### src/source/ppu_timing_pkg.sv
package ppu_timing_pkg;

    // Visible area and frame size
    localparam int screen_width  = 160;
    localparam int screen_height = 144;
    localparam int line_count    = 154;

    // Cycles spent in each mode of a line, 456 in total
    localparam int oam_scan_cycles = 80;
    localparam int draw_cycles     = 171;
    localparam int hblank_cycles   = 205;

    typedef logic [7:0] pixel_coord_t;      // Screen x or line number

    // Encodings as reported in STAT
    typedef enum logic [1:0] {
        mode_hblank   = 2'd0,
        mode_vblank   = 2'd1,
        mode_oam_scan = 2'd2,
        mode_drawing  = 2'd3
    } mode_t;

    typedef struct packed {
        logic         valid;
        pixel_coord_t x;
        pixel_coord_t y;
    } pixel_pos_t;

endpackage

### src/source/ppu_regs_pkg.sv
package ppu_regs_pkg;

    typedef logic [15:0] bus_addr_t;
    typedef logic [7:0]  bus_data_t;

    // Register map
    localparam bus_addr_t lcdc_addr = 16'hff40;
    localparam bus_addr_t stat_addr = 16'hff41;
    localparam bus_addr_t ly_addr   = 16'hff44;
    localparam bus_addr_t lyc_addr  = 16'hff45;
    localparam bus_addr_t oam_base  = 16'hfe00;
    localparam bus_addr_t oam_last  = 16'hfe9f;

    localparam int sprite_count = 40;
    typedef logic [5:0] sprite_index_t;

    localparam bus_data_t lcdc_reset = 8'h91;

    // LCDC bits
    localparam int lcdc_enable_bit  = 7;
    localparam int lcdc_tall_bit    = 2;
    localparam int lcdc_sprites_bit = 1;

    // STAT interrupt source bits
    localparam int stat_hblank_bit   = 3;
    localparam int stat_vblank_bit   = 4;
    localparam int stat_line_end_bit = 5;
    localparam int stat_coin_bit     = 6;

    // One OAM entry, byte 0 first
    typedef struct packed {
        bus_data_t y;
        bus_data_t x;
        bus_data_t tile;
        bus_data_t attr;                    // 7 behind, 6 y flip, 5 x flip, 4 palette
    } oam_entry_t;

    typedef struct packed {
        logic enable;
        logic tall;
        logic sprites_on;
    } lcd_ctrl_t;

    typedef struct packed {
        logic      hit;
        logic [2:0] fine_x;
        logic [3:0] fine_y;
        bus_data_t tile;
        logic      palette;
        logic      behind;
    } sprite_hit_t;

    typedef struct packed {
        ppu_timing_pkg::pixel_pos_t pos;
        sprite_index_t              index;
        sprite_hit_t                sprite;
    } sprite_pixel_t;

endpackage

### src/source/sprite_slot.sv
`timescale 1ns/1ps

module sprite_slot (
    input  logic                       clockgb,
    input  logic                       resetn,
    input  ppu_timing_pkg::pixel_pos_t pixel_pos,
    input  ppu_regs_pkg::oam_entry_t   entry,
    input  logic                       tall,
    output ppu_regs_pkg::sprite_hit_t  hit
);

    logic [8:0]                sx;          // Screen x in OAM space
    logic [8:0]                sy;
    logic [8:0]                h;
    logic [8:0]                dx;
    logic [8:0]                dy;
    logic                      x_match;
    logic                      y_match;
    ppu_regs_pkg::sprite_hit_t hit_d;

    assign sx = {1'b0, pixel_pos.x} + 9'd8;
    assign sy = {1'b0, pixel_pos.y} + 9'd16;
    assign h  = tall ? 9'd16 : 9'd8;
    assign dx = sx - {1'b0, entry.x};
    assign dy = sy - {1'b0, entry.y};

    assign x_match = (sx >= {1'b0, entry.x}) && (sx < {1'b0, entry.x} + 9'd8);
    assign y_match = (sy >= {1'b0, entry.y}) && (sy < {1'b0, entry.y} + h);

    always_comb begin
        hit_d.hit     = pixel_pos.valid && x_match && y_match;
        hit_d.fine_x  = entry.attr[5] ? 3'd7 - dx[2:0] : dx[2:0];
        hit_d.fine_y  = entry.attr[6] ? 4'(h - 9'd1) - dy[3:0] : dy[3:0];
        hit_d.tile    = entry.tile;
        hit_d.palette = entry.attr[4];
        hit_d.behind  = entry.attr[7];
    end

    always_ff @(posedge clockgb or negedge resetn) begin
        if (!resetn) begin
            hit <= '0;
        end else begin
            hit <= hit_d;
        end
    end

endmodule

### config.mk
export PLATFORM = sky130hd
export DESIGN_NAME = sprite_slot
export DESIGN_NICKNAME = d
export VERILOG_FILES = /design/src/source/ppu_timing_pkg.sv /design/src/source/ppu_regs_pkg.sv /design/src/source/sprite_slot.sv
export SDC_FILE = /design/constraint.sdc
export NUM_CORES = 1
export LEC_CHECK = 0
export BUFFER_PORTS_ARGS = -buffer_cell sky130_fd_sc_hd__buf_2
export CAP_MARGIN = 10
export CORE_MARGIN = 2
export CORE_UTILIZATION = 47
export CTS_CLUSTER_DIAMETER = 150
export DETAILED_ROUTE_END_ITERATION = 6
export PLACE_DENSITY = 0.86
export SLEW_MARGIN = 20
export SYNTH_ARGS = -nofsm -noshare
export SYNTH_HDL_FRONTEND = slang
export SYNTH_SLANG_ARGS = --single-unit
### constraint.sdc
create_clock -name clockgb -period 0.8 [get_ports clockgb]
set_input_delay 0.24 -clock clockgb [delete_from_list [all_inputs] [get_ports clockgb]]
set_output_delay 0.24 -clock clockgb [all_outputs]
set_load 0.02 [all_outputs]
==> out/results.ini, run 1 <==
[global_route]
grt_use_met2_pct=51.06
grtUsageTotal_pct=26.58
grt-busiest-layer=met2
met1_usage_pct=28.89
grt_pass1_vias=1704
grt_max_degree=19
grt_use_met3_pct=4.622
grt_antenna_before_repair=0
grt.overflow.total=0
grt_pass1_wl_um=7300

[setup_path]
cp.required_ns=0.98
start_kind=input pin
worstPathArrival_ns=2.37
cp_max_fo=3
crit_path_end_kind=register
crit_type=input pin to register

[final_layout]
nFillCells=171
areaGrowthSynthToFinish_pct=68.11
top_regs=hit: 18 flops
largest_register_ff_count=18
fin_nets=350
final_util_pct=83.78
largest-register=hit
diodes=0
drive_above_1_share_pct=50.00

[logic_synthesis]
postSynthCellCount=157
syn_avg_cell_area_sq_um=9.771
yosysSeqAreaShare_pct=29.36
ys_warn_count=0
synth_cell_types=30
yosysTopAreaCellShare_pct=29.36
ys_seq_elements=18
synth.cell_area_sq_um=1534
syn_nets=245
ys_top_cells_by_area=dfrtp_1 29%, ha_1 27%, xnor2_1 8.6%
yosys.area.top_type=dfrtp_1

[timing]
period_minus_slack_ns=2.190
worst_pin_slew_ns=0.4170
fmax_mhz=456.6
fin_ws_ns=-1.390
relSlewSlack_pct=71.84
fin_tns_setup_ns=-6.948
hold_ws_ns=0.03596
fin_crit_sh_pct=273.7
slew_violations=0
rsz0062_at_grt=yes
setup_viol=24
hold_viol=0

[die]
core.rowCount=20
core_sq_um=3078
dieArea_sq_um=3737
die_w_um=61.13
io_pins=70
fp.dieH_um=61.13
initial_utilization_pct=49.84

[drt]
drt_iter0_markers=75
drt_first_pass_iters=4
vias=1634
wl_per_cell_um=18.54
drt-total-wl_um=5635
antenna_left=0
route.detailed.drc=0
viasPerCell=5.375

[run_status]
outcome=finished with violations
violations=setup timing

[pwr]
peakVddDrop_mv=0.5584
p_per_area_nw_per_um2=1262
p_total_w=0.003253
power.leakage_nw=1.314

[placement]
port_buffers=65
gp_congestion=0.8834
dp_hpwl_um=3314
pre_cts_ws_ns=-1.674

[clock_tree]
clkTransAtPathRegs_ns=0.11
cts.path.max_buffers=2
cts-root-buf=clkbuf_4
cts_tree=done
cts.sinks=18
htree_levels=1
numCtsBuffers=3

[min_path]
hold_class=input pin to register

[flow_run]
maxCapViolCount=0

==> cells in the final DEF, fill, tap and decap left out, drive strengths merged <==
cell	n
a211o	1
a211oi	2
a21o	2
a21oi	6
a221oi	1
a22oi	1
a31oi	2
and3	2
buf	99
clkbuf	3
dfrtp	18
dlygate4sd3	1
fa	3
ha	33
inv	24
nand2	4
nand2b	1
nand3	12
nand4	2
nor2	6
nor2b	2
nor3	4
nor4	1
o2111ai	1
o211ai	1
o21a	2
o21ai	2
o41ai	1
or3b	1
or4b	1
xnor2	15
xor2	6
==> final timing paths <==
check / startpoint / endpoint / depth (start not counted)
min in group asynchronous: resetn / hit[0]$_DFF_PN0_ / 2
max in group asynchronous: resetn / hit[2]$_DFF_PN0_ / 2
hold / removal: entry[7] / hit[0]$_DFF_PN0_ / 1
setup / recovery: tall / hit[17]$_DFF_PN0_ / 13
==> Yosys cell counts <==
cell       number
and3_1          2
a22oi_1         1
nand2_1         4
o2111ai_1       1
xor2_1          6
or3b_1          1
dfrtp_1        18
xnor2_1        15
nor2b_2         1
inv_1          24
a211o_1         1
a221oi_1        1
or4b_1          1
o21a_1          2
o41ai_1         1
nand4_1         2
nor4_1          1
nor3_1          4
a211oi_1        2
nor2b_1         1
ha_1           33
a21o_1          2
a31oi_1         2
o21ai_0         2
nand3_1        12
nor2_1          6
a21oi_1         6
nand2b_1        1
o211ai_1        1
fa_1            3
==> timing repair <==
item | CTS | global route
gates resized for setup | 54 | 8
setup endpoints to repair | 24 | 24
setup buffers | 1 | 0
pin swaps | 16 | 3
endpoints found under the hold margin | 18 | 0
hold buffers | 1 | 0
==> cell families after synthesis <==
family,after synthesis,share of synthesized area [%]
adders and majority gates,36,30.83
and+or+nand+nor,36,12.32
buffers and inverters,24,5.873
AOI/OAI and AO/OA,22,9.625
xor gates and xnor gates,21,11.99
DFF,18,29.36
==> per-stage QoR <==
| stage | cells | instance area [sq um] |
|---|---|---|
| after floorplan | 157 | 1677 |
| after CTS | 304 | 2524 |
| after global routing | 304 | 2579 |
| after detailed placement | 300 | 2312 |
| after global placement | 300 | 2312 |
| final | 304 | 2579 |
==> cell type report <==
class                           instances  area (sq um)  area share (%)
Sequential cell                        18         450.4           17.47
Tap cell                               44         55.05           2.135
Multi-Input combinational cell        115          1154           44.74
Clock buffer                            3         22.52          0.8734
Timing Repair Buffer                  100         762.0           29.55
Inverter                               24         135.1           5.240
==> critical path: stages <==
cell and delay (ns):
buf_8 0.11, inv_12 0.05, ha_4 0.13, inv_2 0.05
fa_2 0.36, nor3_2 0.15, xnor2_1 0.14, ha_1 0.28
a21oi_2 0.13, nand2_1 0.07, a221oi_2 0.22, o41ai_1 0.13
nor4_1 0.30
==> report_power, final <==
part | switching [W] | leakage (nW) | total, W | internal [W]
registers | 0.0000647 | 0.212 | 0.00108 | 0.00101
logic | 0.000841 | 1.09 | 0.00172 | 0.000874
clock network | 0.000286 | 0.0138 | 0.000462 | 0.000176
total | 0.00119 | 1.31 | 0.00325 | 0.00206
==> layer usage <==
metal,wire length [um],part of all wire (%)
met1,2054,36
met2,2879,51
met3,463,8.2
met4,238,4.2
met5,0,0
(Power assumes the default switching activity.)
==> inputs of run 2 (changes only) <==
- CORE_MARGIN: 2 -> 1
==> out/results.ini, run 2 (synthesis results as in run 1) <==
[die]
core_sq_um=3078  ; unchanged
initial_utilization_pct=49.84  ; unchanged
fp.dieH_um=59.13  ; -3.3%
die_w_um=59.13  ; -3.3%
dieArea_sq_um=3496  ; -6.4%
core.rowCount=20  ; unchanged
io_pins=70  ; unchanged

[clock_tree]
htree_levels=1  ; unchanged
cts.sinks=18  ; unchanged
clkTransAtPathRegs_ns=0.10  ; about the same
cts-root-buf=clkbuf_4
cts.path.max_buffers=2  ; unchanged
numCtsBuffers=3  ; unchanged
cts_tree=done

[timing]
rsz0062_at_grt=yes
worst_pin_slew_ns=0.3901  ; -0.02682 ns
hold_ws_ns=0.04467  ; +0.008710 ns
setup_viol=24  ; unchanged
relSlewSlack_pct=73.99  ; +2.2 points
fin_ws_ns=-1.186  ; +0.2040 ns
slew_violations=0  ; unchanged
fmax_mhz=503.6  ; +10%
period_minus_slack_ns=1.986  ; -0.2040 ns
hold_viol=0  ; unchanged
fin_crit_sh_pct=248.2  ; -25 points

[setup_path]
path_cells=buf_12 > inv_12 > ha_4 > inv_2 > fa_2 > nor3_2 > xnor2_1 > ha_1 > a21oi_1 > nand2_1 > a221oi_2 > o41ai_1 > nor4_1
crit_path_end_kind=register
worstPathArrival_ns=2.18  ; -0.19 ns
worstSetupStartpoint=tall
cp.required_ns=1.00  ; +0.02 ns
crit_type=input pin to register
start_kind=input pin
timing.critical_path.buf_inv=3  ; unchanged
cp_max_fo=3  ; unchanged
cp_slowest_stage_delay_ns=0.35  ; about the same
cp_slowest_cell=fa_2
crit_family=adder cells

[drt]
wl_per_cell_um=16.38  ; -12%
drt-total-wl_um=5079  ; -9.9%
viasPerCell=5.274  ; -1.9%
route.detailed.drc=0  ; unchanged
vias=1635  ; +0.061%
drt_first_pass_iters=4  ; unchanged
antenna_left=0  ; unchanged
drt_iter0_markers=48  ; -36%

[run_status]
outcome=finished with violations
violations=setup timing

[pwr]
p_total_w=0.003311  ; +1.8%
power.leakage_nw=1.339  ; +1.9%
clockPowerShare_pct=17.0  ; +2.8 points
peakVddDrop_mv=0.6398  ; +15%
power_frac_comb_pct=50.7  ; -2.0 points
switching_share_pct=34.58  ; -2.1 points
seqPwrFrac_pct=32.4  ; -0.7 points
switchingPower_w=0.001145  ; -3.9%
cell_internal_pwr_w=0.002166  ; +5.1%
p_per_area_nw_per_um2=1268  ; +0.51%

[final_layout]
multi_input_area_sq_um=1129  ; -2.2%
largest-register=hit
areaGrowthSynthToFinish_pct=70.23
nFillCells=170  ; -0.58%
final_util_pct=84.84  ; +1.1 points
ff_latch_area_sq_um=450.4  ; unchanged
layout_commonest_cell=buf_2
fin_area_sq_um=2611  ; +1.3%
largest_register_ff_count=18  ; unchanged
diodes=0  ; unchanged
top_regs=hit: 18 flops
fin_nets=355  ; +1.4%
drive_above_1_share_pct=50.38  ; +0.38 points
final_cells=310  ; +2.0%
final_cell_mix=40 x buf_2, 39 x buf_4, 27 x ha_1, 22 x buf_6, 18 x dfrtp_1

[min_path]
hold_class=input pin to register
hp-start=entry[15]

[placement]
gp_congestion=0.8656  ; -2.0%
port_buffers=65  ; unchanged
place_area_sq_um=2335  ; +0.97%
dp_hpwl_um=3214  ; -3.0%
dp_cells=303  ; +1.0%

[global_route]
grtUsageTotal_pct=31.59  ; +5.0 points
grt_pass1_vias=1811  ; +6.3%
grt_antenna_before_repair=0  ; unchanged
grt_pass1_wl_um=8155  ; +12%
grt_max_degree=19  ; unchanged
grt.overflow.total=0  ; unchanged

[flow_run]
maxCapViolCount=0  ; unchanged

[run 2: routing by layer]
metal | wire [um] | track usage, % | up-vias
met3 | 333 | 6.550 | 30
met4 | 274 | 20.75 | 0
met2 | 2580 | 57.47 | 88
li1 | - | - | 762
met5 | 0 | 0 | -
met1 | 1892 | 32.56 | 755
[run 2: power groups by stage]
stage	Sequential (W)	Combinational (W)	Clock, W
floorplan	0.00119	0.000621	0
global placement	0.00105	0.00130	0
detailed placement	0.00105	0.00136	0
CTS	0.00106	0.00155	0.000537
global route	0.00108	0.00181	0.000599
finish	0.00107	0.00168	0.000562
[run 2: final timing paths]
kind                                     end  cells past startpoint  slack (ns)
max                        hit[17]$_DFF_PN0_                     13       -1.19
min                         hit[9]$_DFF_PN0_                      1        0.04
max in group asynchronous  hit[11]$_DFF_PN0_                      2        0.13
min in group asynchronous   hit[8]$_DFF_PN0_                      2        0.40
[run 2: cell type report]
type                            count  share of cell area [%]
Tap cell                           44                   2.108
Inverter                           24                   5.175
Sequential cell                    18                   17.25
Timing Repair Buffer              105                   30.86
Multi-Input combinational cell    115                   43.22
Clock buffer                        4                   1.390
[run 2: timing repair]
item                                   4_1_cts  5_1_grt
hold buffers                                 1        0
setup endpoints to repair                   24       24
endpoints found under the hold margin       18        0
buffers inserted                             2        1
resized for setup                           57        5
pin swaps                                   17        1
[run 2: through the flow]
step           setup slack (ns)  TNS, ns
6_report                 -1.186   -6.725
5_1_grt                  -1.325   -7.348
4_1_cts                  -1.189   -6.168
3_5_place_dp             -1.702   -4.696
3_3_place_gp             -1.609   -4.472
2_1_floorplan            -1.350   -2.571
==> inputs of run 3 (changes only) <==
- PLACE_DENSITY: 0.86 -> 0.8
- REMOVE_ABC_BUFFERS: default -> 1
==> out/results.ini, run 3 (synthesis results as in run 1) <==
[placement]
gp_congestion=0.7831  ; -9.5%
pre_cts_ws_ns=-1.804  ; -0.1023 ns
port_buffers=65  ; unchanged
dp_cells=304  ; +0.33%
dp_hpwl_um=3176  ; -1.2%

[pwr]
seqPwrFrac_pct=31.0  ; -1.4 points
p_per_area_nw_per_um2=1317  ; +3.9%
peakVddDrop_mv=0.7446  ; +16%
power_frac_comb_pct=52.4  ; +1.7 points
cell_internal_pwr_w=0.002219  ; +2.4%
switchingPower_w=0.001274  ; +11%
switching_share_pct=36.48  ; +1.9 points
clockPowerShare_pct=16.6  ; -0.4 points
power.leakage_nw=1.341  ; +0.15%

[die]
io_pins=70  ; unchanged
core_sq_um=3078  ; unchanged
die_w_um=59.13  ; unchanged
fp.dieH_um=59.13  ; unchanged
initial_utilization_pct=49.84  ; unchanged
core.rowCount=20  ; unchanged
dieArea_sq_um=3496  ; unchanged

[setup_path]
timing.critical_path.buf_inv=3  ; unchanged
cp_slowest_cell=fa_2
worstSetupStartpoint=tall
cp_slowest_stage_delay_ns=0.38  ; +0.03 ns
crit_path_end_kind=register
cp_max_fo=3  ; unchanged
worstPathArrival_ns=2.51  ; +0.33 ns
crit_type=input pin to register
crit_family=adder cells
start_kind=input pin
cp.required_ns=0.95  ; -0.05 ns
cp_num_cells=13  ; unchanged
path_cells=buf_8 > inv_6 > ha_4 > inv_2 > fa_2 > nor3_4 > xnor2_1 > ha_1 > a21oi_2 > nand2_1 > a221oi_2 > o41ai_2 > nor4_1

[drt]
drt_first_pass_iters=5  ; +1
route.detailed.drc=0  ; unchanged
drt_iter0_markers=102  ; +110%
viasPerCell=5.728  ; +8.6%
drt-total-wl_um=6513  ; +28%
vias=1787  ; +9.3%
wl_per_cell_um=20.88  ; +27%
antenna_left=0  ; unchanged

[final_layout]
drive_above_1_share_pct=52.61  ; +2.2 points
final_cell_mix=41 x buf_2, 38 x buf_4, 26 x ha_1, 26 x buf_6, 18 x dfrtp_1
layout_commonest_cell=buf_2
fin_nets=357  ; +0.56%
multi_input_area_sq_um=1199  ; +6.2%
ff_latch_area_sq_um=450.4  ; unchanged
largest_register_ff_count=18  ; unchanged
nFillCells=147  ; -14%
final_cells=312  ; +0.65%
largest-register=hit
areaGrowthSynthToFinish_pct=72.84
diodes=0  ; unchanged
top_regs=hit: 18 flops

[min_path]
hold_class=input pin to register
min_path_cells=1  ; unchanged
hp-start=entry[14]
holdPathEnd=hit[8]$_DFF_PN0_

[timing]
period_minus_slack_ns=2.361  ; +0.3749 ns
fmax_mhz=423.6  ; -16%
hold_viol=0  ; unchanged
rsz0062_at_grt=yes
slew_violations=0  ; unchanged
setup_viol=24  ; unchanged
fin_ws_ns=-1.561  ; -0.3749 ns
worst_pin_slew_ns=0.4102  ; +0.02003 ns
relSlewSlack_pct=72.40  ; -1.6 points
fin_crit_sh_pct=295.1  ; +47 points
fin_tns_setup_ns=-7.515  ; -0.7905 ns

[clock_tree]
cts.path.max_buffers=2  ; unchanged
clkTransAtPathRegs_ns=0.12  ; +0.02 ns
cts_tree=done
cts.sinks=18  ; unchanged
cts-root-buf=clkbuf_4
numCtsBuffers=3  ; unchanged
htree_levels=1  ; unchanged

[global_route]
grt_antenna_before_repair=0  ; unchanged
grtUsageTotal_pct=35.19  ; +3.6 points
grt_pass1_vias=1862  ; +2.8%
grt_pass1_wl_um=8756  ; +7.4%
grt_max_degree=19  ; unchanged
grt.overflow.total=0  ; unchanged

[run_status]
violations=setup timing
outcome=finished with violations

[flow_run]
maxCapViolCount=0  ; unchanged

[run 3: cell types whose count changed in the layout (fill, tap and decap cells not counted), moves of 3 or more]
cell	previous run	this run
xnor2_2	3	0
buf_6	22	26
inv_12	3	0
inv_4	0	3
[run 3: worst max path at each step]
| stage | endpoint | slack, ns |
|---|---|---|
| finish | hit[17]$_DFF_PN0_ | -1.56 |
| global route | hit[17]$_DFF_PN0_ | -1.63 |
| CTS | hit[17]$_DFF_PN0_ | -1.34 |
| detailed placement | hit[17]$_DFF_PN0_ | -1.80 |
| global placement | hit[17]$_DFF_PN0_ | -1.66 |
| floorplan | hit[17]$_DFF_PN0_ | -1.45 |
[run 3: timing repair]
action / CTS / global route
setup endpoints to repair: 24 / 24
pin swaps: 20 / 15
resized for setup: 72 / 17
setup buffers: 4 / 1
hold endpoints to repair: 18 / 0
hold buffers: 1 / 0
[run 3: power by group through the flow]
stage	Sequential (W)	Clock, W	Combinational [W]
floorplan	0.00119	0	0.000561
global placement	0.00105	0	0.00123
detailed placement	0.00105	0	0.00128
CTS	0.00106	0.000539	0.00155
global route	0.00110	0.000611	0.00194
finish	0.00108	0.000579	0.00183
[run 3: layer usage]
| layer | track usage [%] | up-vias | share of wire, % |
|---|---|---|---|
| met5 | 0 | - | 0 |
| met4 | 22.79 | 0 | 8.0 |
| met3 | 13.97 | 53 | 8.6 |
| met2 | 60.06 | 138 | 49 |
| met1 | 35.56 | 834 | 35 |
| li1 | - | 762 | - |
[run 3: per-stage QoR]
| step | util (%) | cell area, sq um | hold WS (ns) | total power, W |
|---|---|---|---|---|
| after global routing | 86.14 | 2651 | 0.03834 | 0.003647 |
| after floorplan | - | 1534 | -0.05559 | 0.001752 |
| final | 86.14 | 2651 | 0.04863 | 0.003493 |
| after global placement | 71.46 | 2200 | 0.1789 | 0.002278 |
| after CTS | 82.85 | 2550 | 0.05195 | 0.003150 |
| after detailed placement | 71.46 | 2200 | 0.1731 | 0.002335 |
[run 3: area by class of cell]
cell class              instances  share of cell area, %
clock buffers                   4                  1.369
multi-input cells             115                  45.21
repair buffers                107                  30.49
flip-flops and latches         18                  16.99
well taps                      44                  2.076
inverters                      24                  3.870
